==> config.mk <==
export PLATFORM = sky130hd
export DESIGN_NAME = db_entry_alloc
export DESIGN_NICKNAME = d
export VERILOG_FILES = /design/src/rtl/vector_cache_pkg.sv /design/src/rtl/db_entry_alloc.sv
export SDC_FILE = /design/constraint.sdc
export NUM_CORES = 1
export LEC_CHECK = 0
export BUFFER_PORTS_ARGS = -buffer_cell sky130_fd_sc_hd__buf_4
export CAP_MARGIN = 15
export CORE_AREA = 2 2 39 41
export CTS_CLUSTER_SIZE = 24
export DETAILED_ROUTE_END_ITERATION = 8
export DIE_AREA = 0 0 41 43
export SETUP_SLACK_MARGIN = 0.05
export SLEW_MARGIN = 20
export SYNTH_ARGS = -nofsm -noshare
export SYNTH_HDL_FRONTEND = slang
export SYNTH_SLANG_ARGS = --single-unit
==> constraint.sdc <==
create_clock -name clk -period 2.45 [get_ports clk]
set_input_delay 0.245 -clock clk [delete_from_list [all_inputs] [get_ports clk]]
set_output_delay 0.245 -clock clk [all_outputs]
set_load 0.02 [all_outputs]
==> src/rtl/vector_cache_pkg.sv <==
package vector_cache_pkg;

    localparam int W_REQ_NUM      = 4;
    localparam int REQ_IDX_WIDTH  = 2;  // $clog2(W_REQ_NUM)
    localparam int BANK_NUM       = 4;
    localparam int BANK_SEL_WIDTH = 2;

    localparam int ADDR_WIDTH     = 64;
    localparam int DATA_WIDTH     = 128;
    localparam int STRB_WIDTH     = DATA_WIDTH / 8;
    localparam int TXNID_WIDTH    = 8;
    localparam int SIDEBAND_WIDTH = 4;

    localparam int DB_ENTRY_NUM       = 8;
    localparam int DB_ENTRY_IDX_WIDTH = 3;

    // byte offset inside one 16 byte beat
    localparam int BEAT_OFS_WIDTH  = 4;
    localparam int LINE_ADDR_WIDTH = ADDR_WIDTH - BANK_SEL_WIDTH - BEAT_OFS_WIDTH;

    // one address word, seen raw or split into fields
    typedef union packed {
        logic [ADDR_WIDTH-1:0] raw;
        struct packed {
            logic [BANK_SEL_WIDTH-1:0]  bank_sel;   // bits 63:62
            logic [LINE_ADDR_WIDTH-1:0] line_addr;
            logic [BEAT_OFS_WIDTH-1:0]  beat_ofs;
        } field;
    } cmd_addr_u;

endpackage
==> src/rtl/db_entry_alloc.sv <==
`timescale 1ns/1ps

module db_entry_alloc (
    input  logic clk,
    input  logic reset,

    output logic                                          alloc_vld,
    output logic [vector_cache_pkg::DB_ENTRY_IDX_WIDTH-1:0] alloc_idx,
    input  logic                                          alloc_take,

    input  logic                                          free_vld,
    input  logic [vector_cache_pkg::DB_ENTRY_IDX_WIDTH-1:0] free_entry
);
    import vector_cache_pkg::*;

    logic [DB_ENTRY_NUM-1:0] free_bits;   // 1 = entry free
    logic [DB_ENTRY_NUM-1:0] free_nxt;

    assign alloc_vld = |free_bits;

    // lowest free entry
    always_comb begin
        alloc_idx = '0;
        for (int i = DB_ENTRY_NUM - 1; i >= 0; i--) begin
            if (free_bits[i]) alloc_idx = DB_ENTRY_IDX_WIDTH'(i);
        end
    end

    // take and release never hit the same entry
    always_comb begin
        free_nxt = free_bits;
        if (alloc_take) begin
            free_nxt[alloc_idx] = 1'b0;
        end
        if (free_vld) begin
            free_nxt[free_entry] = 1'b1;
        end
    end

    always_ff @(posedge clk) begin
        if (reset) begin
            free_bits <= '1;    // all entries free
        end else begin
            free_bits <= free_nxt;
        end
    end

endmodule

Word-level counts from Yosys, hierarchy flattened --
Index checks and enable logic that the tools add are counted. Widths: inputs -> output; s select.
Word-level totals: register bits 8, logic and storage cells 25
Operators by class: bitwise operators 3, muxes and demuxes 14, magnitude comparators 4, reductions and logical operators 3
Operators with widths (number):
- $mux 3 | 8
- $mux 8 | 2
- $and 8x8->8 | 1
- $lt 3x4->1 const B | 2
- $not 8->8 | 1
- $or 8x8->8 | 1
- $reduce_or 8->1 | 1
- $demux 1 s3 | 2
- $ge 3x1->1 const B | 2
- $logic_and 1x1->1 | 2
- $mux 1 | 2

Logic depth before layout (Yosys ltp) --
Gate-level depths: netlist of run 1.
depth in word-level cells 17, gate-level depth with buffers 4

Worst setup path after synthesis of run 1 --
Ideal clock, no wire load.
path kind reg2out, start register free_bits[5], end output port alloc_idx[1] (netlist bit), data arrival time 1.043 ns, buffers on the path 0, required time 2.205 ns, stages on the path, launching flop included 4, slack 1.162 ns, cells stage by stage dfxtp_1 > nor2_1 > o21ai_0 > a21boi_0
On the way: word-level cells in the longest chain between the ends 6
Ends and longest elaborated chain:
- from (decl) | line db_entry_alloc.sv:16 | logic [DB_ENTRY_NUM-1:0] free_bits;
- from (signal assigned) | line db_entry_alloc.sv:44 | free_bits <= free_nxt;
- $mux 3 (6 in series) | line db_entry_alloc.sv:25 | if (free_bits[i]) alloc_idx = DB_ENTRY_IDX_WIDTH'(i);
- to (decl) | line db_entry_alloc.sv:8 | output logic [vector_cache_pkg::DB_ENTRY_IDX_WIDTH-1:0] alloc_idx,
Every way passes these cells.

Worst setup path in the final report of run 1 --
start register free_bits[5], end output port alloc_vld
On the way: word-level cells in the longest chain between the ends 1
Ends and longest elaborated chain:
- $reduce_or 8->1 | line db_entry_alloc.sv:19 | assign alloc_vld = |free_bits;
- to (decl) | line db_entry_alloc.sv:7 | output logic alloc_vld,
Every way passes these cells.

==> flow_summary.ini, run 1 <==
[outcome]
status = finished, final reports clean

[synthesis]
ys_ff_latch = 8
syn_area_per_cell_um2 = 8.48
synth_top_cell_area_share = 0.350
async_reset_ff_frac = 0
synth_area_leader_cell = dfxtp_1
postSynthCellCount = 54
yosysUniqueCellTypes = 29
syn_nets = 61
synthFlopType = dfxtp_1
ys_warn_count = 0
synth_edf_count = 0
synth_area_leaders = dfxtp_1, a221o_1, inv_1, o21ai_0, a31oi_1
syn-cell-area_um2 = 458
ys_seq_area_frac = 0.350

[routing]
first_pass_iters = 4
vias = 439
viasPerCell = 5.35
drt-total-wl_um = 954
drtAntennaViolNets = 0
drt_iter0_drc = 12
routedWlPerCell_um = 11.6
drc = 0

[timing]
fin_worst_skew_ns = 0.00828
relSlewSlack = 0.763
fin_crit_ns = 1.49
rsz0062_at_grt = no
hold_viol = 0
setup_viol = 0
fmax_mhz = 669
slew_viol_final = 0
period_share = 0.610
worst_pin_slew_ns = 0.351
finalSetupTns_ns = 0

[critical_path]
r2r-start = free_bits[7]
r2r_end = free_bits[4]
endpoint_kind = output pin
slowest_delay_ns = 0.36
cp_data_required_time_ns = 2.20
start_kind = flop
cpMaxStageDelayCell = nor4_1
cp.arrival_ns = 1.25
worstRegToRegCells = 4
path_class = flop to output pin
cp_max_fo = 4
worstSetupStartpoint = free_bits[5]
path_cells = nor4_1 > nand3_1 > buf_4
endpoint = alloc_vld
worst-r2r-setup-slack_ns = 1.19

[global_route]
grt_pass1_wl_mm = 1.55
grt_antenna_before_repair = 0
grt_pass1_vias = 361
grt_max_degree = 9
overflow = 0
grt_usage = 0.127

[clocking]
htreeDepth = 1
clock_latency_ns = 0.24
cts_sinks = 8
postCtsResizedCells = 0
clockRootBuffer = clkbuf_4
clkTransAtPathRegs_ns = 0.06
cts_tree = built
cts_setup_buffers = 0
clk_path_buf_depth = 2
cts_made_buffers = 3
ctsHoldBuffers = 0

[job]
maxCapViolCount = 0

[floorplanning]
rows = 14
core_um2 = 1380
die_w_um = 41
dieArea_um2 = 1760
fp.dieH_um = 43
initial_core_util = 0.331
ioPinCount = 11

[power]
vdd_drop_max_v = 0.000188
total_power_w = 0.000269
powerDensity_nw_per_um2 = 472
p_leak_nw = 0.244

[finish]
largest_reg_flops = 8
layout-drive-gt1-share = 0.318
fin_nets = 75
antenna_cells = 0
top_register = free_bits
area_growth_pct = 24.6
reg_top3 = free_bits x8

[placed_design]
place.gp.congestion = 0.710
portBuffers = 10
dp_hpwl_um = 758

[worst_hold_path]
hp-start = reset
hold_path.class = primary input to flop
[worst max-delay path: cells and delay by family, from the launching register on]
kind	cells	cell delay (ns)
and+or+nand+nor	2	0.48
DFF	1	0.34
buffers and inverters	1	0.18
[cells by family (layout without fill, tap and decap cells)]
logic type,after synthesis,after routing,share of synthesized area
AND/OR/NAND/NOR,20,20,0.287
AO/OA/AOI/OAI,19,19,0.303
flip-flops,8,8,0.350
buffers and inverters,7,19,0.0601
[cell usage after synthesis, drive strengths merged (2+ instances only)]
master	count
nor2b	3
a31oi	3
a221o	4
o21ai	6
nor2	4
nand3	2
inv	6
a21oi	2
and2b	2
nand2	3
dfxtp	8
[cells in the final DEF (no fill, tap or decap), types with 2 or more instances in the layout]
cell type  count
a21oi_1        2
a221o_1        3
a31oi_1        3
buf_4         10
clkbuf_4       3
dfxtp_1        8
inv_1          6
nand2_1        3
nor2_1         2
nor2b_1        3
o21ai_0        4
[layout make-up]
class | count | area, um^2
Timing Repair Buffer | 10 | 75.1
Multi-Input combinational cell | 39 | 270
Inverter | 6 | 22.5
Fill cell | 148 | 813
Sequential cell | 8 | 160
Tap cell | 16 | 20.0
Clock buffer | 3 | 22.5
[metrics by stage]
stage          utilization  cells  setup WS, ns  cell area, um^2  hold slack, ns
2_1_floorplan            -     54          1.16              458           0.381
3_3_place_gp         0.396     79          1.20              548           0.484
3_5_place_dp         0.396     79          1.20              548           0.481
4_1_cts              0.412     82         0.942              571           0.255
5_1_grt              0.412     82         0.878              571           0.271
6_report             0.412     82         0.956              571           0.262
[power by group]
part,internal [W],switching [W],total (W)
clock network,0.0000558,0.0000402,0.0000960
registers,0.000133,0.00000412,0.000137
logic,0.0000181,0.0000179,0.0000360
[worst min-delay path by stage]
stage | end | slack, ns | cells past startpoint
3_3_place_gp | free_bits[6] | 0.48 | 2
4_1_cts | free_bits[4] | 0.25 | 2
2_1_floorplan | free_bits[3] | 0.38 | 2
5_1_grt | free_bits[4] | 0.27 | 2
3_5_place_dp | free_bits[6] | 0.48 | 2
6_report | free_bits[4] | 0.26 | 2
[metal layers]
metal | up-vias | routed length [um] | GRT usage
met5 | - | 0 | 0
met4 | 0 | 12 | 0.0600
met3 | 2 | 52 | 0.0157
met2 | 20 | 422 | 0.178
met1 | 195 | 468 | 0.186
li1 | 222 | - | -
(Power assumes the default switching activity.)
==> run 2: changes to the inputs <==
==> constraint.sdc (replaced) <==
create_clock -name clk -period 1.2 [get_ports clk]
set_input_delay 0.12 -clock clk [delete_from_list [all_inputs] [get_ports clk]]
set_output_delay 0.12 -clock clk [all_outputs]
set_load 0.02 [all_outputs]
==> flow_summary.ini, run 2 (synthesis gave the netlist of run 1 again) <==
[placed_design]
dp_hpwl_um = 839
place.gp.congestion = 0.796
portBuffers = 10

[finish]
layout_commonest_cell = buf_4
largest_reg_flops = 8
antenna_cells = 0
top_register = free_bits
layout_common_cells = buf_4, inv_1, dfxtp_2
fin_nets = 80
reg_top3 = free_bits x8
layout-drive-gt1-share = 0.577
area_growth_pct = 50.0

[clocking]
htreeDepth = 1
cts_tree = built
clkTransAtPathRegs_ns = 0.05
clockRootBuffer = clkbuf_4
clk_path_buf_depth = 2
cts_sinks = 8
clock_latency_ns = 0.25
cts_made_buffers = 3
ctsHoldBuffers = 0

[power]
p_leak_nw = 0.307
p_sw_w = 0.000141
seq_power_share = 0.491
total_power_w = 0.000567
power.share.clock = 0.359
vdd_drop_max_v = 0.000324
combPwrFrac = 0.151
p_int_w = 0.000426
powerDensity_nw_per_um2 = 825
switching_share = 0.249

[critical_path]
cpMaxStageDelayCell = dfxtp_2
cp_max_fo = 6
cp.arrival_ns = 1.20
endpoint_kind = output pin
path_class = flop to output pin
path_depth = 4
worstRegToRegCells = 4
cp_data_required_time_ns = 1.08
critPathTopFamily = flip-flops
slowest_delay_ns = 0.33
path_buf_inv = 1
path_cells = nor2b_1 > o21bai_2 > nand2_2 > buf_6
start_kind = flop

[routing]
drt_iter0_drc = 7
drt-total-wl_mm = 1.13
wl_met3_um = 44
top_layer = met4
viasPerCell = 5.32
wl_met2_um = 551
drc = 0
first_pass_iters = 4
drtAntennaViolNets = 0
vias = 463
routedWlPerCell_um = 13.0
met1_length_um = 504

[global_route]
grt_usage = 0.155
grt_max_degree = 9
grt_pass1_vias = 428
grt_pass1_wl_mm = 1.78
grt_antenna_before_repair = 0
overflow = 0

[timing]
rsz0062_at_grt = yes
period_share = 1.10
worst_pin_slew_ns = 0.346
relSlewSlack = 0.769
fmax_mhz = 759
setup_viol = 5
slew_viol_final = 0
finalSetupTns_ns = -0.363
fin_crit_ns = 1.32
hold_viol = 0
fin_worst_skew_ns = 0.00691
finalWorstSetupSlack_ns = -0.117

[worst_hold_path]
hold_path.class = primary input to flop
hold_path_depth = 2

[floorplanning]
fp.dieH_um = 43
ioPinCount = 11
dieArea_um2 = 1760
die_w_um = 41
rows = 14
core_um2 = 1380
initial_core_util = 0.331

[job]
maxCapViolCount = 0

[outcome]
status = finished with violations
failed_checks = setup timing
==> run 2: path summary, 6_finish.rpt <==
path / from / slack, ns / end
min reg2reg: free_bits[3] / 0.50 / free_bits[3]
max: free_bits[3] / -0.12 / alloc_idx[0]
min: reset / 0.14 / free_bits[1]
max reg2reg: free_bits[3] / -0.07 / free_bits[4]
==> run 2: layer usage <==
layer / up-vias / global-route usage
li1: 234 / -
met1: 212 / 0.178
met2: 13 / 0.234
met3: 4 / 0.0628
met4: 0 / 0.0800
met5: - / 0
==> run 2: what timing repair did <==
| action | 4_1_cts | 5_1_grt |
|---|---|---|
| resized for setup | 16 | 7 |
| pin swaps | 5 | 8 |
| endpoints found under the setup margin | 6 | 10 |
| setup buffers | 2 | 0 |
==> run 2: final cells by class <==
cell class	count	area (um^2)
clock buffer	3	22.5
fill	135	697
inverter	6	22.5
multi-input combinational	39	320
sequential	8	178
tap	16	20.0
timing repair buffer	15	124
==> run 2: per-stage QoR <==
step | instances | hold slack, ns | utilization | setup slack [ns] | cell area, um^2
2_1_floorplan | 54 | 0.256 | - | 0.0404 | 467
3_3_place_gp | 82 | 0.381 | 0.419 | -0.00839 | 579
3_5_place_dp | 82 | 0.385 | 0.419 | -0.0367 | 579
4_1_cts | 87 | 0.126 | 0.481 | -0.103 | 666
5_1_grt | 87 | 0.139 | 0.496 | -0.188 | 687
6_report | 87 | 0.140 | 0.496 | -0.117 | 687
==> run 2: power groups by stage <==
| stage | clock, W | sequential, W | combinational (W) |
|---|---|---|---|
| after floorplan | 0 | 0.000285 | 0.0000394 |
| after global placement | 0 | 0.000287 | 0.0000743 |
| after detailed placement | 0 | 0.000288 | 0.0000751 |
| after CTS | 0.000216 | 0.000282 | 0.0000842 |
| after global routing | 0.000228 | 0.000279 | 0.0000923 |
| final | 0.000203 | 0.000278 | 0.0000854 |
