### config.mk
export PLATFORM = sky130hd
export DESIGN_NAME = wdb_bank_buffer
export DESIGN_NICKNAME = d
export VERILOG_FILES = /design/src/rtl/vector_cache_pkg.sv /design/src/rtl/wdb_bank_buffer.sv
export SDC_FILE = /design/constraint.sdc
export NUM_CORES = 2
export LEC_CHECK = 0
export BUFFER_PORTS_ARGS = -buffer_cell sky130_fd_sc_hd__buf_2
export CAP_MARGIN = 20
export CORE_MARGIN = 2
export CORE_UTILIZATION = 35
export CTS_BUF_LIST = sky130_fd_sc_hd__clkbuf_8
export DETAILED_ROUTE_END_ITERATION = 6
export PLACE_DENSITY = 0.47
export SLEW_MARGIN = 20
export SYNTH_ARGS = -nofsm -noshare
export SYNTH_HDL_FRONTEND = slang
export SYNTH_SLANG_ARGS = --single-unit
### constraint.sdc
create_clock -name clk -period 44.2 [get_ports clk]
set_input_delay 2.21 -clock clk [delete_from_list [all_inputs] [get_ports clk]]
set_output_delay 2.21 -clock clk [all_outputs]
set_load 0.05 [all_outputs]
### src/rtl/vector_cache_pkg.sv
package vector_cache_pkg;

    localparam int W_REQ_NUM      = 4;
    localparam int REQ_IDX_WIDTH  = 2;  // $clog2(W_REQ_NUM)
    localparam int BANK_NUM       = 4;
    localparam int BANK_SEL_WIDTH = 2;

    localparam int ADDR_WIDTH     = 64;
    localparam int DATA_WIDTH     = 128;
    localparam int STRB_WIDTH     = DATA_WIDTH / 8;
    localparam int TXNID_WIDTH    = 8;
    localparam int SIDEBAND_WIDTH = 4;

    localparam int DB_ENTRY_NUM       = 8;
    localparam int DB_ENTRY_IDX_WIDTH = 3;

    // byte offset inside one 16 byte beat
    localparam int BEAT_OFS_WIDTH  = 4;
    localparam int LINE_ADDR_WIDTH = ADDR_WIDTH - BANK_SEL_WIDTH - BEAT_OFS_WIDTH;

    // one address word, seen raw or split into fields
    typedef union packed {
        logic [ADDR_WIDTH-1:0] raw;
        struct packed {
            logic [BANK_SEL_WIDTH-1:0]  bank_sel;   // bits 63:62
            logic [LINE_ADDR_WIDTH-1:0] line_addr;
            logic [BEAT_OFS_WIDTH-1:0]  beat_ofs;
        } field;
    } cmd_addr_u;

endpackage
### src/rtl/wdb_bank_buffer.sv
`timescale 1ns/1ps

module wdb_bank_buffer (
    input  logic clk,
    input  logic reset,

    input  logic                                            push_vld,
    input  logic [vector_cache_pkg::DB_ENTRY_IDX_WIDTH-1:0] push_entry,
    input  logic [vector_cache_pkg::ADDR_WIDTH-1:0]         push_addr,
    input  logic [vector_cache_pkg::TXNID_WIDTH-1:0]        push_txnid,
    input  logic [vector_cache_pkg::SIDEBAND_WIDTH-1:0]     push_sideband,
    input  logic [vector_cache_pkg::STRB_WIDTH-1:0]         push_strb,
    input  logic [vector_cache_pkg::DATA_WIDTH-1:0]         push_data,

    output logic                                            bank_wr_vld,
    input  logic                                            bank_wr_rdy,
    output logic [vector_cache_pkg::ADDR_WIDTH-1:0]         bank_wr_addr,
    output logic [vector_cache_pkg::TXNID_WIDTH-1:0]        bank_wr_txnid,
    output logic [vector_cache_pkg::SIDEBAND_WIDTH-1:0]     bank_wr_sideband,
    output logic [vector_cache_pkg::STRB_WIDTH-1:0]         bank_wr_strb,
    output logic [vector_cache_pkg::DATA_WIDTH-1:0]         bank_wr_data,
    output logic [vector_cache_pkg::DB_ENTRY_IDX_WIDTH-1:0] bank_wr_db_entry_id,

    output logic                                            free_vld,
    output logic [vector_cache_pkg::DB_ENTRY_IDX_WIDTH-1:0] free_entry
);
    import vector_cache_pkg::*;

    // payload storage, indexed by entry id
    logic [ADDR_WIDTH-1:0]     mem_addr     [DB_ENTRY_NUM];
    logic [TXNID_WIDTH-1:0]    mem_txnid    [DB_ENTRY_NUM];
    logic [SIDEBAND_WIDTH-1:0] mem_sideband [DB_ENTRY_NUM];
    logic [STRB_WIDTH-1:0]     mem_strb     [DB_ENTRY_NUM];
    logic [DATA_WIDTH-1:0]     mem_data     [DB_ENTRY_NUM];

    logic [DB_ENTRY_IDX_WIDTH-1:0] order [DB_ENTRY_NUM];   // entry ids in arrival order
    logic [DB_ENTRY_IDX_WIDTH-1:0] wr_ptr;
    logic [DB_ENTRY_IDX_WIDTH-1:0] rd_ptr;
    logic [DB_ENTRY_IDX_WIDTH:0]   count;
    logic [DB_ENTRY_IDX_WIDTH-1:0] head;
    logic                          pop;

    always_ff @(posedge clk) begin
        if (push_vld) begin
            mem_addr[push_entry]     <= push_addr;
            mem_txnid[push_entry]    <= push_txnid;
            mem_sideband[push_entry] <= push_sideband;
            mem_strb[push_entry]     <= push_strb;
            mem_data[push_entry]     <= push_data;
            order[wr_ptr]            <= push_entry;
        end
    end

    always_ff @(posedge clk) begin
        if (reset) begin
            wr_ptr <= '0;
            rd_ptr <= '0;
            count  <= '0;
        end else begin
            if (push_vld) wr_ptr <= wr_ptr + 1'b1;  // wraps at DB_ENTRY_NUM
            if (pop) rd_ptr <= rd_ptr + 1'b1;
            count <= count + push_vld - pop;
        end
    end

    assign head        = order[rd_ptr];
    assign bank_wr_vld = (count != '0);
    assign pop         = bank_wr_vld && bank_wr_rdy;

    assign bank_wr_addr        = mem_addr[head];
    assign bank_wr_txnid       = mem_txnid[head];
    assign bank_wr_sideband    = mem_sideband[head];
    assign bank_wr_strb        = mem_strb[head];
    assign bank_wr_data        = mem_data[head];
    assign bank_wr_db_entry_id = head;

    // head entry goes back to the allocator as it leaves
    assign free_vld   = pop;
    assign free_entry = head;

endmodule

# Yosys cells after proc, flatten, opt, wreduce, memory -nomap -nowiden
# Memories as Yosys holds them, arrays and structs flattened. A register that Yosys moved wholly into a read port is not among the register bits.
# Cells that the tools add are included.
[word_totals]
word_cells = 19
latch_bits = 0
mem_bits_rw = 1784
mem_bits_ro = 0
out_inout_bits = 228
regBits = 10
in_bits = 227
n_memories = 6
[classes]
n_eq_ne = 0
n_shift = 0
bitwise = 0
n_reduce_logical = 2
div = 0
order_cmp = 0
mul = 0
addsub = 4
n_mux = 4
[mem_list]
columns = ["memory", "words", "width", "rd", "rd_ports_with_merged_regs", "write_ports", "line_no", "text"]
rows = [
  ["mem_data", 8, 128, 1, 0, 1, "wdb_bank_buffer.sv:34", "logic [DATA_WIDTH-1:0] mem_data [DB_ENTRY_NUM];"],
  ["mem_addr", 8, 64, 1, 0, 1, "wdb_bank_buffer.sv:30", "logic [ADDR_WIDTH-1:0] mem_addr [DB_ENTRY_NUM];"],
  ["mem_strb", 8, 16, 1, 0, 1, "wdb_bank_buffer.sv:33", "logic [STRB_WIDTH-1:0] mem_strb [DB_ENTRY_NUM];"],
  ["mem_txnid", 8, 8, 1, 0, 1, "wdb_bank_buffer.sv:31", "logic [TXNID_WIDTH-1:0] mem_txnid [DB_ENTRY_NUM];"],
  ["mem_sideband", 8, 4, 1, 0, 1, "wdb_bank_buffer.sv:32", "logic [SIDEBAND_WIDTH-1:0] mem_sideband [DB_ENTRY_NUM];"],
  ["order", 8, 3, 1, 1, 1, "wdb_bank_buffer.sv:36", "logic [DB_ENTRY_IDX_WIDTH-1:0] order [DB_ENTRY_NUM];"],
]
[op_table]
columns = ["op", "count"]
rows = [
  ["$add A3 B1 Y3 const B", 2],
  ["$mux W3", 2],
  ["$add A4 B1 Y4", 1],
  ["$reduce_bool A4 Y1", 1],
  ["$sub A4 B1 Y4", 1],
  ["$mux W1", 2],
  ["$logic_and A1 B1 Y1", 1],
]

# Depth between registers and ports, before layout
[logic_depth]
word_depth = 4
ltp_mapped = 12
mapped_depth_nobuf = 12

# Least setup slack after synthesis
# Ideal clock, no wire load.
[synth_timing]
path_type = "input -> register"
startpoint = "in push_vld"
endpoint = "mem mem_addr[4][0], enable pin"
t_arrival_ns = 17.406
setup_ns = 1.073
cell_stages = 3
n_path_buf = 1
slack_ns = 25.721
required_time_ns = 43.127
path_cell_list = "clkbuf_1 -> nand2_1 -> nor3_1"
[synth_between]
elab_chain_len = 2
[synth_lines]
columns = ["element", "line_no", "text"]
rows = [
  ["start, declared", "wdb_bank_buffer.sv:7", "input logic push_vld,"],
  ["$mux W1", "wdb_bank_buffer.sv:44", "if (push_vld) begin"],
  ["$mux W1 (not written as such)", "wdb_bank_buffer.sv:45", "mem_addr[push_entry] <= push_addr;"],
  ["end, declared", "wdb_bank_buffer.sv:30", ""],
]
# No other way between the ends.

==> impl_summary.txt <==
----------------------------------------------------
[Status]
  Outcome ... finished, final reports clean

[Global route]
  Wire length of the first global-routing pass ... about 270000 µm
  Global router's overall resource usage ... 0.183
  Number of global-route vias before repair ... approximately 40k
  Largest net degree at the start of global routing ... 167
  Aggregate global routing overflow ... 0
  Initial antenna violation count ... 70

[Synthesis]
  Proportion of synthesized flip-flops having asynchronous set or reset ... 0
  Area share of the leading cell type in the synthesized netlist ... 0.781
  Synth Cell Area ... between 0.06 and 0.07 mm²
  Most used flip-flop cell after synthesis ... sky130_fd_sc_hd__edfxtp_1
  Post-synthesis cell count ... 4585
  Most common cell in the netlist ... sky130_fd_sc_hd__edfxtp_1
  Number of distinct library cell variants in the gate-level netlist after synthesis ... 31
  Synthesis Warnings ... 0
  Area leader, netlist ... sky130_fd_sc_hd__edfxtp_1
  Post-synth EDFFs ... approximately 1.8k
  Fraction of synthesized cell area in xor and xnor cells ... 0.000766
  Post-Syn Nets ... between 4k and 5k
  Portion of netlist area occupied by mux cells ... 0.0348
  Seq cells post-synth ... around 1.8k
  Dominant cells by area after synthesis ... sky130_fd_sc_hd__edfxtp_1 78%, sky130_fd_sc_hd__nand2_1 7.3%, sky130_fd_sc_hd__mux2i_1 3.3%
  Adder and majority cell fraction of the synthesized area ... 0.00139
  Most numerous cell types in the synthesized netlist ... 1784 x sky130_fd_sc_hd__edfxtp_1, 1331 x sky130_fd_sc_hd__nand2_1, 441 x sky130_fd_sc_hd__nand3_1
  Dominant combinational cell family by area after synthesis ... simple AND/OR/NAND/NOR gates
  Seq/Total Area, Yosys ... 0.785
  Simple-gate portion of the synthesized area ... 0.128
  Compound-cell area share of the yosys netlist ... 0.0289
  Syn Area/Cell ... between 10 and 15 µm²

[Cells and area]
  Number of nets in the layout ... about 5.4k
  Proportion of layout cells with a drive suffix above 1 ... 0.168
  Area occupied by multi-input gates ... about 0.013 mm²
  Register Area ... 0.0538 mm²
  Signed area change from the synthesized netlist to the final layout ... 15.2%
  # fillers ... about 18k
  Final instance count without filler cells ... 8008

[Worst setup path]
  Depth of the most critical reg-to-reg path ... 11
  Start-to-end type of the worst setup path ... flip-flop to primary output
  Worst R2R Setup Slack ... around 42000 ps
  CP endpoint kind ... primary output
  Critical path launch point type ... flip-flop
  CP Data Arrival Time ... between 6000 and 7000 ps
  Critical-path maximum fanout ... 53
  Launching point of the worst reg2reg path ... count[2]
  Data required time at the worst endpoint ... approximately 42000 ps
  Endpoint of the worst-slack reg-to-reg timing path ... count[1]

[Placed design]
  Final weighted congestion of routability-driven global placement ... between 0.7 and 0.8
  Number of cells after detailed placement ... approximately 7.5k
  # port buffers ... 454
  Detailed placer's ending HPWL ... 92500 µm

[Clock network]
  Setup Buffers After CTS ... 0
  Worst-skew pair later-pin latency ... 1030 ps
  Number of buffers inserted by hold repair at cts ... 0
  Clock buffer depth ... 4
  Cell chosen for the clock root ... sky130_fd_sc_hd__clkbuf_8
  Number of clock buffers inserted by TritonCTS ... about 330
  Clock Pin Slew Worst Setup and Hold Paths ... ~60 ps
  TritonCTS clock tree ... yes
  Total number of H-tree levels ... 5
  Cells resized by post-CTS repair ... 0
  Clock Sinks ... between 1.5k and 2k

[Routing]
  Remaining antenna violation count ... 0
  Post-route DRC violation count ... 0
  Detailed-route wire length ... between 150000 and 200000 µm
  Vias post-DR ... about 40k
  Vias per Instance ... between 4 and 5
  DR WL/cell ... approximately 23 µm
  Number of DRC markers after the initial detailed-route iteration ... 2639
  Number of detailed-route iterations in the first pass ... 5

[Pwr]
  Worst IR drop on VDD ... about 0.043 mV
  Pleak ... about 0.028 µW
  Areal power density over the cells ... 62.8 mW/mm²

[Die]
  Area of the core region ... between 0.15 and 0.2 mm²
  Die Y-Extent ... approximately 450 µm
  Initial Utilization ... 0.352
  Die W ... 447 µm
  Cell row count ... roughly 160
  Area of the die ... about 0.2 mm²
  Number of top-level design ports ... roughly 460

[Flow run]
  # Max-Cap Violations ... 0

[Timing]
  Number of hold-slack violations in the final timing report ... 0
  Highest achievable clock rate ... around 110 MHz
  Unrepaired setup endpoints after global routing ... false
  Max-slew headroom at the worst pin ... 0.261
  Final period utilization ... 0.202
  Setup Skew ... about 17 ps
  Number of setup violations in the final report ... 0
  Pin slew with the least headroom to its limit ... 1110 ps
  Clock period minus worst slack ... between 8000 and 9000 ps
  Max Transition Viols Final ... 0
  Accumulated negative setup slack ... 0 ps

[Worst hold path]
  Beginning of the worst hold path ... rd_ptr[1]
  Number of cells traversed by the worst hold path ... 2
  Class of the tightest hold or removal check ... flip-flop to flip-flop
  Hold-critical path endpoint ... rd_ptr[1]

----------------------------------------------------
[layout by cell type (no fill, tap or decap), drive strengths merged, types with 3 or more instances in the layout]
| cell | instances |
|---|---|
| clkinv | 90 |
| nor2 | 23 |
| a32oi | 220 |
| a21oi | 3 |
| nand2 | 1331 |
| clkbuf | 337 |
| xnor2 | 3 |
| clkinvlp | 5 |
| diode | 25 |
| nand2b | 8 |
| nor3 | 5 |
| dfxtp | 13 |
| mux2i | 225 |
| buf | 515 |
| and3 | 220 |
| edfxtp | 1784 |
| ha | 6 |
| inv | 106 |
| xor2 | 3 |
| mux4 | 5 |
| bufinv | 3 |
| nand3 | 441 |
| o21ai | 4 |
[critical path: stages (launching register included)]
cell	delay [ps]
sky130_fd_sc_hd__dfxtp_1	600
sky130_fd_sc_hd__mux4_2	620
sky130_fd_sc_hd__nand2b_1	200
sky130_fd_sc_hd__o21ai_4	790
sky130_fd_sc_hd__buf_4	950
sky130_fd_sc_hd__buf_4	950
sky130_fd_sc_hd__buf_4	780
sky130_fd_sc_hd__a32oi_1	220
sky130_fd_sc_hd__and3_1	260
sky130_fd_sc_hd__buf_2	230
[power by group]
part	switching [µW]	leakage [µW]	internal, µW	total [µW]
clock	664	0.00317	714	1380
combinational	1260	0.00807	378	1630
sequential	14.7	0.0163	1940	1950
[kinds of logic after synthesis]
kind of cell | Yosys count
mux | 232
fa+ha+maj | 7
simple gates | 2032
compound gates | 229
xor+xnor | 6
flops | 1797
buf+inv | 282
[worst max-delay path by stage]
stage | cells after the start | slack, ps | end
finish | 9 | 35280 | bank_wr_data[14]
detailed placement | 10 | 36270 | bank_wr_data[69]
global placement | 10 | 36370 | bank_wr_data[78]
floorplan | 3 | 25720 | mem_addr[4][0]
global route | 10 | 34800 | bank_wr_data[69]
CTS | 10 | 35060 | bank_wr_data[69]
[layout make-up]
cell class	count	area share
Antenna cell	25	0.000792
Clock buffer	337	0.0587
Clock inverter	196	0.0109
Inverter	8	0.000586
Multi-Input combinational cell	2506	0.169
Sequential cell	1797	0.681
Tap cell	2624	0.0416
Timing Repair Buffer	515	0.0367
[sequential cells by signal (all words and copies together), names as in the netlist, named ones only]
register,flops
mem_addr,512
rd_ptr,3
order,24
wr_ptr,3
mem_strb,128
count,4
mem_txnid,64
mem_sideband,32
mem_data,1024
[per-layer routing]
| metal | global-route usage | vias to the layer above | wire length [µm] |
|---|---|---|---|
| met5 | 0 | - | 247 |
| met4 | 0.0621 | 40 | 5240 |
| met3 | 0.0452 | 374 | 10400 |
| met2 | 0.298 | 1009 | 89700 |
| met1 | 0.240 | 20200 | 80400 |
| li1 | - | 18300 | - |
[per-stage QoR]
stage	hold WS, ps	area [µm²]	setup WS, ps	power [µW]	utilization
after floorplan	456	68600	25720	3160	-
after global placement	478	73400	36370	3650	0.377
after detailed placement	482	73400	36270	3650	0.377
after CTS	490	78900	35060	5050	0.405
after global routing	526	79000	34800	5200	0.405
final	487	79000	35280	4960	0.406
No activity file was read; power rests on OpenSTA's default activity.
