$ cat src/rtl/vector_cache_pkg.sv
package vector_cache_pkg;

    localparam int W_REQ_NUM      = 4;
    localparam int REQ_IDX_WIDTH  = 2;  // $clog2(W_REQ_NUM)
    localparam int BANK_NUM       = 4;
    localparam int BANK_SEL_WIDTH = 2;

    localparam int ADDR_WIDTH     = 64;
    localparam int DATA_WIDTH     = 128;
    localparam int STRB_WIDTH     = DATA_WIDTH / 8;
    localparam int TXNID_WIDTH    = 8;
    localparam int SIDEBAND_WIDTH = 4;

    localparam int DB_ENTRY_NUM       = 8;
    localparam int DB_ENTRY_IDX_WIDTH = 3;

    // byte offset inside one 16 byte beat
    localparam int BEAT_OFS_WIDTH  = 4;
    localparam int LINE_ADDR_WIDTH = ADDR_WIDTH - BANK_SEL_WIDTH - BEAT_OFS_WIDTH;

    // one address word, seen raw or split into fields
    typedef union packed {
        logic [ADDR_WIDTH-1:0] raw;
        struct packed {
            logic [BANK_SEL_WIDTH-1:0]  bank_sel;   // bits 63:62
            logic [LINE_ADDR_WIDTH-1:0] line_addr;
            logic [BEAT_OFS_WIDTH-1:0]  beat_ofs;
        } field;
    } cmd_addr_u;

endpackage
$ cat src/rtl/write_req_xbar.sv
`timescale 1ns/1ps

module write_req_xbar (
    input  logic clk,
    input  logic reset,

    input  logic [vector_cache_pkg::W_REQ_NUM-1:0] wr_cmd_vld,
    output logic [vector_cache_pkg::W_REQ_NUM-1:0] wr_cmd_rdy,
    input  logic [vector_cache_pkg::ADDR_WIDTH-1:0] wr_cmd_addr [vector_cache_pkg::W_REQ_NUM],
    input  logic [vector_cache_pkg::TXNID_WIDTH-1:0]
                 wr_cmd_txnid [vector_cache_pkg::W_REQ_NUM],
    input  logic [vector_cache_pkg::SIDEBAND_WIDTH-1:0]
                 wr_cmd_sideband [vector_cache_pkg::W_REQ_NUM],
    input  logic [vector_cache_pkg::STRB_WIDTH-1:0] wr_cmd_strb [vector_cache_pkg::W_REQ_NUM],
    input  logic [vector_cache_pkg::DATA_WIDTH-1:0] wr_cmd_data [vector_cache_pkg::W_REQ_NUM],

    input  logic [vector_cache_pkg::BANK_NUM-1:0] alloc_vld,
    input  logic [vector_cache_pkg::DB_ENTRY_IDX_WIDTH-1:0]
                 alloc_idx [vector_cache_pkg::BANK_NUM],
    output logic [vector_cache_pkg::BANK_NUM-1:0] alloc_take,

    output logic [vector_cache_pkg::BANK_NUM-1:0] push_vld,
    output logic [vector_cache_pkg::DB_ENTRY_IDX_WIDTH-1:0]
                 push_entry [vector_cache_pkg::BANK_NUM],
    output logic [vector_cache_pkg::ADDR_WIDTH-1:0] push_addr [vector_cache_pkg::BANK_NUM],
    output logic [vector_cache_pkg::TXNID_WIDTH-1:0] push_txnid [vector_cache_pkg::BANK_NUM],
    output logic [vector_cache_pkg::SIDEBAND_WIDTH-1:0]
                 push_sideband [vector_cache_pkg::BANK_NUM],
    output logic [vector_cache_pkg::STRB_WIDTH-1:0] push_strb [vector_cache_pkg::BANK_NUM],
    output logic [vector_cache_pkg::DATA_WIDTH-1:0] push_data [vector_cache_pkg::BANK_NUM]
);
    import vector_cache_pkg::*;

    cmd_addr_u                 addr_view [W_REQ_NUM];
    logic [BANK_SEL_WIDTH-1:0] in_select [W_REQ_NUM];
    logic [BANK_NUM-1:0]       sel_vld;
    logic [BANK_NUM-1:0]       xfer;

    for (genvar m = 0; m < W_REQ_NUM; m++) begin : g_sel
        assign addr_view[m].raw = wr_cmd_addr[m];
        assign in_select[m]     = addr_view[m].field.bank_sel;
    end

    // a grant only counts when the bank has a free entry
    nto4_xbar u_xbar (
        .clk          (clk),
        .reset        (reset),
        .in_vld       (wr_cmd_vld),
        .in_rdy       (wr_cmd_rdy),
        .in_select    (in_select),
        .in_addr      (wr_cmd_addr),
        .in_txnid     (wr_cmd_txnid),
        .in_sideband  (wr_cmd_sideband),
        .in_strb      (wr_cmd_strb),
        .in_data      (wr_cmd_data),
        .sel_vld      (sel_vld),
        .sel_rdy      (alloc_vld),
        .sel_addr     (push_addr),
        .sel_txnid    (push_txnid),
        .sel_sideband (push_sideband),
        .sel_strb     (push_strb),
        .sel_data     (push_data)
    );

    assign xfer       = sel_vld & alloc_vld;
    assign alloc_take = xfer;   // pulse, one entry per transfer
    assign push_vld   = xfer;

    for (genvar b = 0; b < BANK_NUM; b++) begin : g_entry
        assign push_entry[b] = alloc_idx[b];
    end

endmodule

$ cat src/rtl/nto4_xbar.sv
`timescale 1ns/1ps

module nto4_xbar (
    input  logic clk,
    input  logic reset,

    input  logic [vector_cache_pkg::W_REQ_NUM-1:0] in_vld,
    output logic [vector_cache_pkg::W_REQ_NUM-1:0] in_rdy,
    input  logic [vector_cache_pkg::BANK_SEL_WIDTH-1:0]
                 in_select [vector_cache_pkg::W_REQ_NUM],
    input  logic [vector_cache_pkg::ADDR_WIDTH-1:0] in_addr [vector_cache_pkg::W_REQ_NUM],
    input  logic [vector_cache_pkg::TXNID_WIDTH-1:0] in_txnid [vector_cache_pkg::W_REQ_NUM],
    input  logic [vector_cache_pkg::SIDEBAND_WIDTH-1:0]
                 in_sideband [vector_cache_pkg::W_REQ_NUM],
    input  logic [vector_cache_pkg::STRB_WIDTH-1:0] in_strb [vector_cache_pkg::W_REQ_NUM],
    input  logic [vector_cache_pkg::DATA_WIDTH-1:0] in_data [vector_cache_pkg::W_REQ_NUM],

    output logic [vector_cache_pkg::BANK_NUM-1:0] sel_vld,
    input  logic [vector_cache_pkg::BANK_NUM-1:0] sel_rdy,
    output logic [vector_cache_pkg::ADDR_WIDTH-1:0] sel_addr [vector_cache_pkg::BANK_NUM],
    output logic [vector_cache_pkg::TXNID_WIDTH-1:0] sel_txnid [vector_cache_pkg::BANK_NUM],
    output logic [vector_cache_pkg::SIDEBAND_WIDTH-1:0]
                 sel_sideband [vector_cache_pkg::BANK_NUM],
    output logic [vector_cache_pkg::STRB_WIDTH-1:0] sel_strb [vector_cache_pkg::BANK_NUM],
    output logic [vector_cache_pkg::DATA_WIDTH-1:0] sel_data [vector_cache_pkg::BANK_NUM]
);
    import vector_cache_pkg::*;

    logic [REQ_IDX_WIDTH-1:0] ptr [BANK_NUM];   // next master with top priority
    logic [REQ_IDX_WIDTH-1:0] win [BANK_NUM];

    for (genvar b = 0; b < BANK_NUM; b++) begin : g_bank
        logic [W_REQ_NUM-1:0] req;

        for (genvar m = 0; m < W_REQ_NUM; m++) begin : g_req
            assign req[m] = in_vld[m] && (in_select[m] == BANK_SEL_WIDTH'(b));
        end

        assign sel_vld[b] = |req;

        // first requester at or after ptr, wrapping
        always_comb begin
            int unsigned idx;
            win[b] = '0;
            for (int k = W_REQ_NUM - 1; k >= 0; k--) begin
                idx = (ptr[b] + k) % W_REQ_NUM;
                if (req[idx]) win[b] = REQ_IDX_WIDTH'(idx);
            end
        end

        always_ff @(posedge clk) begin
            if (reset) begin
                ptr[b] <= '0;
            end else if (sel_vld[b] && sel_rdy[b]) begin
                ptr[b] <= (win[b] == REQ_IDX_WIDTH'(W_REQ_NUM - 1)) ? '0 : win[b] + 1'b1;
            end
        end

        assign sel_addr[b]     = in_addr[win[b]];
        assign sel_txnid[b]    = in_txnid[win[b]];
        assign sel_sideband[b] = in_sideband[win[b]];
        assign sel_strb[b]     = in_strb[win[b]];
        assign sel_data[b]     = in_data[win[b]];
    end

    for (genvar m = 0; m < W_REQ_NUM; m++) begin : g_rdy
        assign in_rdy[m] = sel_vld[in_select[m]] && sel_rdy[in_select[m]]
                           && (win[in_select[m]] == REQ_IDX_WIDTH'(m));
    end

endmodule

$ cat config.mk
export PLATFORM = sky130hd
export DESIGN_NAME = write_req_xbar
export DESIGN_NICKNAME = d
export VERILOG_FILES = /design/src/rtl/vector_cache_pkg.sv /design/src/rtl/write_req_xbar.sv /design/src/rtl/nto4_xbar.sv
export SDC_FILE = /design/constraint.sdc
export NUM_CORES = 2
export LEC_CHECK = 0
export ABC_CLOCK_PERIOD_IN_PS = 5300
export BUFFER_PORTS_ARGS = -buffer_cell sky130_fd_sc_hd__buf_2
export CORE_AREA = 2 2 694 696
export DETAILED_ROUTE_END_ITERATION = 10
export DIE_AREA = 0 0 696 698
export MAX_ROUTING_LAYER = met4
export PLACE_DENSITY = 0.3
export SLEW_MARGIN = 20
export SYNTH_ARGS = -nofsm -noshare
export SYNTH_HDL_FRONTEND = slang
export SYNTH_SLANG_ARGS = --single-unit
$ cat constraint.sdc
create_clock -name clk -period 5.3 [get_ports clk]
set_input_delay 0.795 -clock clk [delete_from_list [all_inputs] [get_ports clk]]
set_output_delay 0.795 -clock clk [all_outputs]
set_load 0.02 [all_outputs]
# After elaboration in Yosys (flattened, before gate mapping)
# Memories as Yosys holds them, arrays and structs flattened.
# Index checks and enable logic that the tools add are counted.
[totals]
reg_bits = 0
mem_bits_rw = 8
inputBits = 902
memories = 1
[classes]
add_sub_neg = 16
n_lt_le_gt_ge = 28
n_eq_ne = 19
muxes = 158
bitwise = 13
n_reduce_logical = 37
[memory_table]
columns = ["memory", "depth", "width", "read_ports", "rd_clocked_by_memory_dff", "wr", "line", "rtl"]
rows = [
  ["u_xbar.ptr", 4, 2, 4, 0, 4, "nto4_xbar.sv:29", "logic [REQ_IDX_WIDTH-1:0] ptr [BANK_NUM];"],
]
[ops]
columns = ["op", "count"]
rows = [
  ["$bmux 128 s2", 4],
  ["$mux 128", 8],
  ["$bmux 64 s2", 4],
  ["$mux 64", 8],
  ["$bmux 16 s2", 4],
  ["$mux 16", 8],
  ["$bmux 8 s2", 4],
  ["$mux 2", 32],
  ["$mux 8", 8],
  ["$lt 2x3->1 const B", 20],
  ["$bmux 1 s2", 24],
  ["$mux 1", 38],
  ["$bmux 4 s2", 4],
  ["$mux 4", 8],
  ["$eq 2x2->1 const B", 14],
  ["$logic_and 1x1->1", 28],
  ["$ge 3x3->1 const B", 8],
  ["$not 2->3", 8],
  ["$add 2x1->2 const B", 8],
  ["$add 2x2->2 const B", 8],
  ["$bmux 2 s2", 4],
  ["$reduce_or 4->1", 4],
  ["$eq 2x1->1 const B", 5],
  ["$logic_not 2->1", 5],
  ["2 further kinds", 5],
]

# Logic depth before layout (Yosys ltp)
[logic_depth]
ltp_word = 13
mapped_depth = 11

# Cells and area by module
# From an unflattened synthesis, not the netlist that was laid out.
[unflattened]
cells_unflattened = 3699
hier_area_um2 = 19931.6
[by_module_without_submodules]
columns = ["module", "instances", "cells_each", "area_per_inst_um2", "seq_area_each_um2"]
rows = [
  ["nto4_xbar", 1, 3679, 19786.5, 240.2],
  ["write_req_xbar", 1, 20, 145.1, 0.0],
]

# Worst setup path before layout
# No wires, ideal clock.
[synth_timing]
kind = "input to output"
from = "input port wr_cmd_vld[2] (netlist bit)"
to = "output port wr_cmd_rdy[2] (netlist bit)"
t_arrival_ps = 2895
path_slack_ps = 1610
stages = 8
path_buffers = 2
cell_sequence = "buf_4 -> or3b_1 -> or3_1 -> o21a_1 -> o21ai_2 -> buf_2 -> a211oi_1 -> nor4b_1"
[synth_via]
elab_chain_cells = 12
word_cells_on_any_way = 64
classes_between = "eq/ne: 1; mux: 53; reduce/logical: 10"
[synth_lines]
columns = ["element", "line", "rtl"]
rows = [
  ["start: declaration", "write_req_xbar.sv:7", "input logic [vector_cache_pkg::W_REQ_NUM-1:0] wr_cmd_vld,"],
  ["$logic_and 1x1->1", "nto4_xbar.sv:36", "assign req[m] = in_vld[m] && (in_select[m] == BANK_SEL_WIDTH'(b));"],
  ["$bmux 1 s2", "nto4_xbar.sv:47", "if (req[idx]) win[b] = REQ_IDX_WIDTH'(idx);"],
  ["$mux 1 (implied by the code)", "nto4_xbar.sv:47", ""],
  ["$mux 2 (4 in series)", "nto4_xbar.sv:47", ""],
  ["$bmux 2 s2", "nto4_xbar.sv:68", "&& (win[in_select[m]] == REQ_IDX_WIDTH'(m));"],
  ["$mux 2 (implied by the code) (2 in series)", "nto4_xbar.sv:68", ""],
  ["$eq 2x2->1", "nto4_xbar.sv:68", ""],
  ["$logic_and 1x1->1 (*)", "nto4_xbar.sv:68", ""],
  ["end: declaration", "write_req_xbar.sv:8", "output logic [vector_cache_pkg::W_REQ_NUM-1:0] wr_cmd_rdy,"],
]
# Every way passes the cells marked *; elsewhere a longest branch is shown, timed or not. The select of a mux whose other input is x is not followed.

==> results.txt <==
----------------------------------------------------
[Status]
  Run status ... finished, final reports clean

[Clocking]
  Buffer depth of the longest clock path ... 2
  Hold buffer count at CTS ... 0
  Clock input transition at the sequential cells of the worst setup and hold paths ... 0.04 ns
  Post-cts sizing count ... 0
  Cell chosen for the clock root ... clkbuf_16
  Post-CTS Setup Bufs ... 0
  CTS H-tree lvls ... 1
  CTS tree ... built
  Clock buffers created by TritonCTS ... 3
  Clock latency at the later pin of the worst-skew pair ... ~0.23 ns
  Number of clock sinks ... 8

[Timing]
  Unrepaired setup endpoints after global routing ... false
  Worst hold slack ... around 1.1 ns
  Slew at the pin closest to its max-slew limit ... 0.894 ns
  Max Clock Freq ... around 0.20 GHz
  Final count of negative-setup-slack endpoints ... 0
  Post-Route Skew ... between 0.00006 and 0.00007 ns
  Min setup slack post-route ... about 0.25 ns
  Share of the clock period used by the worst path ... 0.952
  Headroom to the max-slew limit ... 0.401
  Final Hold Vio Count ... 0
  Minimum clock period ... roughly 5.0 ns
  Final slew viol count ... 0
  Summed negative setup slack over all endpoints ... 0 ns

[Layout]
  Post-layout util ... 0.0984
  Area added between synthesis and finish ... 66.2%
  Most flops, register ... u_xbar.ptr
  Area of combinational cells with multiple inputs ... between 20000 and 30000 um^2
  Largest registers in the final layout ... u_xbar.ptr: 8 flops
  Net count, final ... 7771
  Number of flip-flops under the largest register name ... 8
  Share of final-layout standard cells stronger than drive strength 1 ... 0.308
  Filler cells ... roughly 57k
  Most common cell after layout, fill and taps aside ... nand2_1
  Commonest non-fill, non-tap cells in the layout ... 2202 x nand2_1, 1777 x buf_2, 873 x a31oi_1
  Final standard cell area without fillers ... between 40000 and 50000 um^2
  Register Area ... roughly 240 um^2
  Number of standard cells in the layout, taps in and fillers out ... 13.7k

[Power and ir drop]
  Worst supply voltage drop on vdd ... roughly 0.000075 V
  Power density cells ... approximately 170 nW/um^2
  Power consumption ... roughly 8.1 mW
  Leakage dissipation ... around 19 nW

[Drt]
  Vias per inst ... 3.86
  Starting DRT DRC Count ... approximately 5.9k
  Vias after detailed routing ... between 50k and 60k
  Wirelength, routed ... between 400 and 500 mm
  First-pass iteration count of the detailed router ... 5
  WL per Instance ... between 30 and 40 um
  Remaining design rule violation count ... 0
  Antenna Violating Nets Remaining ... 0

[Synthesis]
  Main combinational cell family by area after synthesis ... simple AND/OR/NAND/NOR gates
  Flop and latch count out of synthesis ... 8
  Part of the Yosys area used for sequential elements ... 0.00849
  Adder and majority gate portion of the synthesized area ... 0
  Number of synthesized flops with an enable pin ... 8
  Mux contribution to synthesized area ... 0.00265
  Share of async-settable or async-resettable flops after synthesis ... 0
  Netlist cell types ... 63
  Net Count, Synth ... roughly 6.3k
  Post-Syn Instances ... between 5k and 6k
  YS warnings ... 0
  Mean Syn Cell Area ... 5.25 um^2
  Share of the synthesized area in compound gates (AO/OA/AOI/OAI) ... 0.384
  Post-synthesis simple-gate area fraction ... 0.502
  Prevailing post-synth register cell ... edfxtp_1
  Post-synthesis share of cell area spent on xor and xnor gates ... 0.00124
  Mapped Area ... between 20000 and 30000 um^2

[Hold path]
  Source of the worst hold timing path ... reset
  Hold Crit Class ... primary input to flop

[Flow run]
  Number of maximum-capacitance violations ... 0

[Critical path]
  Worst R2R Start ... u_xbar.ptr[1][3]
  CP startpoint kind ... primary input
  Arrival time of the worst setup path ... 4.25 ns
  CP required ... 4.51 ns
  Crit Path Category ... primary input to output port
  Category of the worst setup path capture point ... output port
  Crit path max fanout ... 36
  Critical Path Start ... wr_cmd_addr[255]

[GRT]
  Number of antenna violations at the first check in global routing ... 572
  Number of global-route vias before repair ... approximately 45k
  First-pass GRT wire length ... roughly 560 mm
  Overflow left after global routing ... 0
  Total global-route track usage ... 0.182
  Largest net degree at the start of global routing ... 78

[Floorplanning]
  Top-level I/O count ... between 1.5k and 2k
  Die width ... 696 um
  Placeable core area ... about 480000 um^2
  Die boundary height ... 698 um
  Starting density of the core ... 0.0592
  Area of the die ... 486000 um^2
  Number of standard-cell rows in the floorplan ... roughly 250

[Place]
  Placed insts ... roughly 13k
  Worst slack at placement ... between 0.2 and 0.25 ns
  Gpl congestion ... approximately 1.0
  Number of buffers added on ports ... about 1.8k
  Dpl hpwl ... between 400 and 500 mm
  Placed cell area ... approximately 46000 um^2

----------------------------------------------------
final cells by class:
class	count	share of cell area
inverter	13	0.00104
timing repair buffer	2088	0.259
sequential	8	0.00511
antenna	454	0.0242
tap	6400	0.170
multi-input combinational	4755	0.539
clock buffer	3	0.00160
kinds of logic (layout without fill, tap and decap cells):
group | after synthesis | count (layout)
and+or+nand+nor | 3148 | 3148
xor gates and xnor gates | 4 | 4
AOI/OAI and AO/OA | 1598 | 1598
DFF | 8 | 8
buffers and inverters | 625 | 2104
muxes | 5 | 5
other | 0 | 454
routing by layer:
metal / vias to the layer above / global-route usage / part of all wire
li1: 22649 / - / -
met1: 26048 / 0.213 / 0.41
met2: 3520 / 0.280 / 0.45
met3: 739 / 0.0876 / 0.12
met4: 0 / 0.0387 / 0.027
met5: - / - / 0
cell usage after synthesis (4+ instances only):
master,n,share of area
nor4_1,4,0.00088
nor3_1,14,0.0025
buf_4,17,0.0045
nand2b_1,6,0.0013
edfxtp_1,8,0.0085
a31oi_1,874,0.19
buf_6,24,0.0096
nor2b_1,220,0.049
o21ai_0,8,0.0014
o21a_1,4,0.0011
buf_1,26,0.0034
nand3b_1,8,0.0021
o211ai_1,4,0.0011
nor2_1,8,0.0011
a211oi_1,659,0.17
a21oi_1,19,0.0034
and2_1,436,0.096
xnor2_1,4,0.0012
clkbuf_1,348,0.046
and3_1,221,0.049
nand3_1,6,0.0011
buf_2,193,0.034
nor3b_1,4,0.0011
nand4_1,4,0.00088
inv_1,13,0.0017
nand2_1,2202,0.29
final timing paths:
path	to	slack [ns]	cells after the start
worst max-delay path	push_strb[49]	0.25	9
worst min-delay path	u_xbar.ptr[0][1]	1.07	2
worst max register to register	u_xbar.ptr[1][3]	2.68	7
worst min register to register	u_xbar.ptr[1][1]	1.31	5
power breakdown:
group          internal (mW)  switching, mW
registers             0.0761         0.0114
logic                   2.30           5.63
clock network         0.0972         0.0288
worst max-delay path, stage by stage:
cell and delay [ns]:
buf_2 0.27, nor3b_1 0.62, mux2i_1 0.29, o21ai_4 0.50, buf_12 0.29, buf_12 0.28
nand2_1 0.08, a31oi_1 0.59, buf_2 0.36
(Power assumes the default switching activity.)
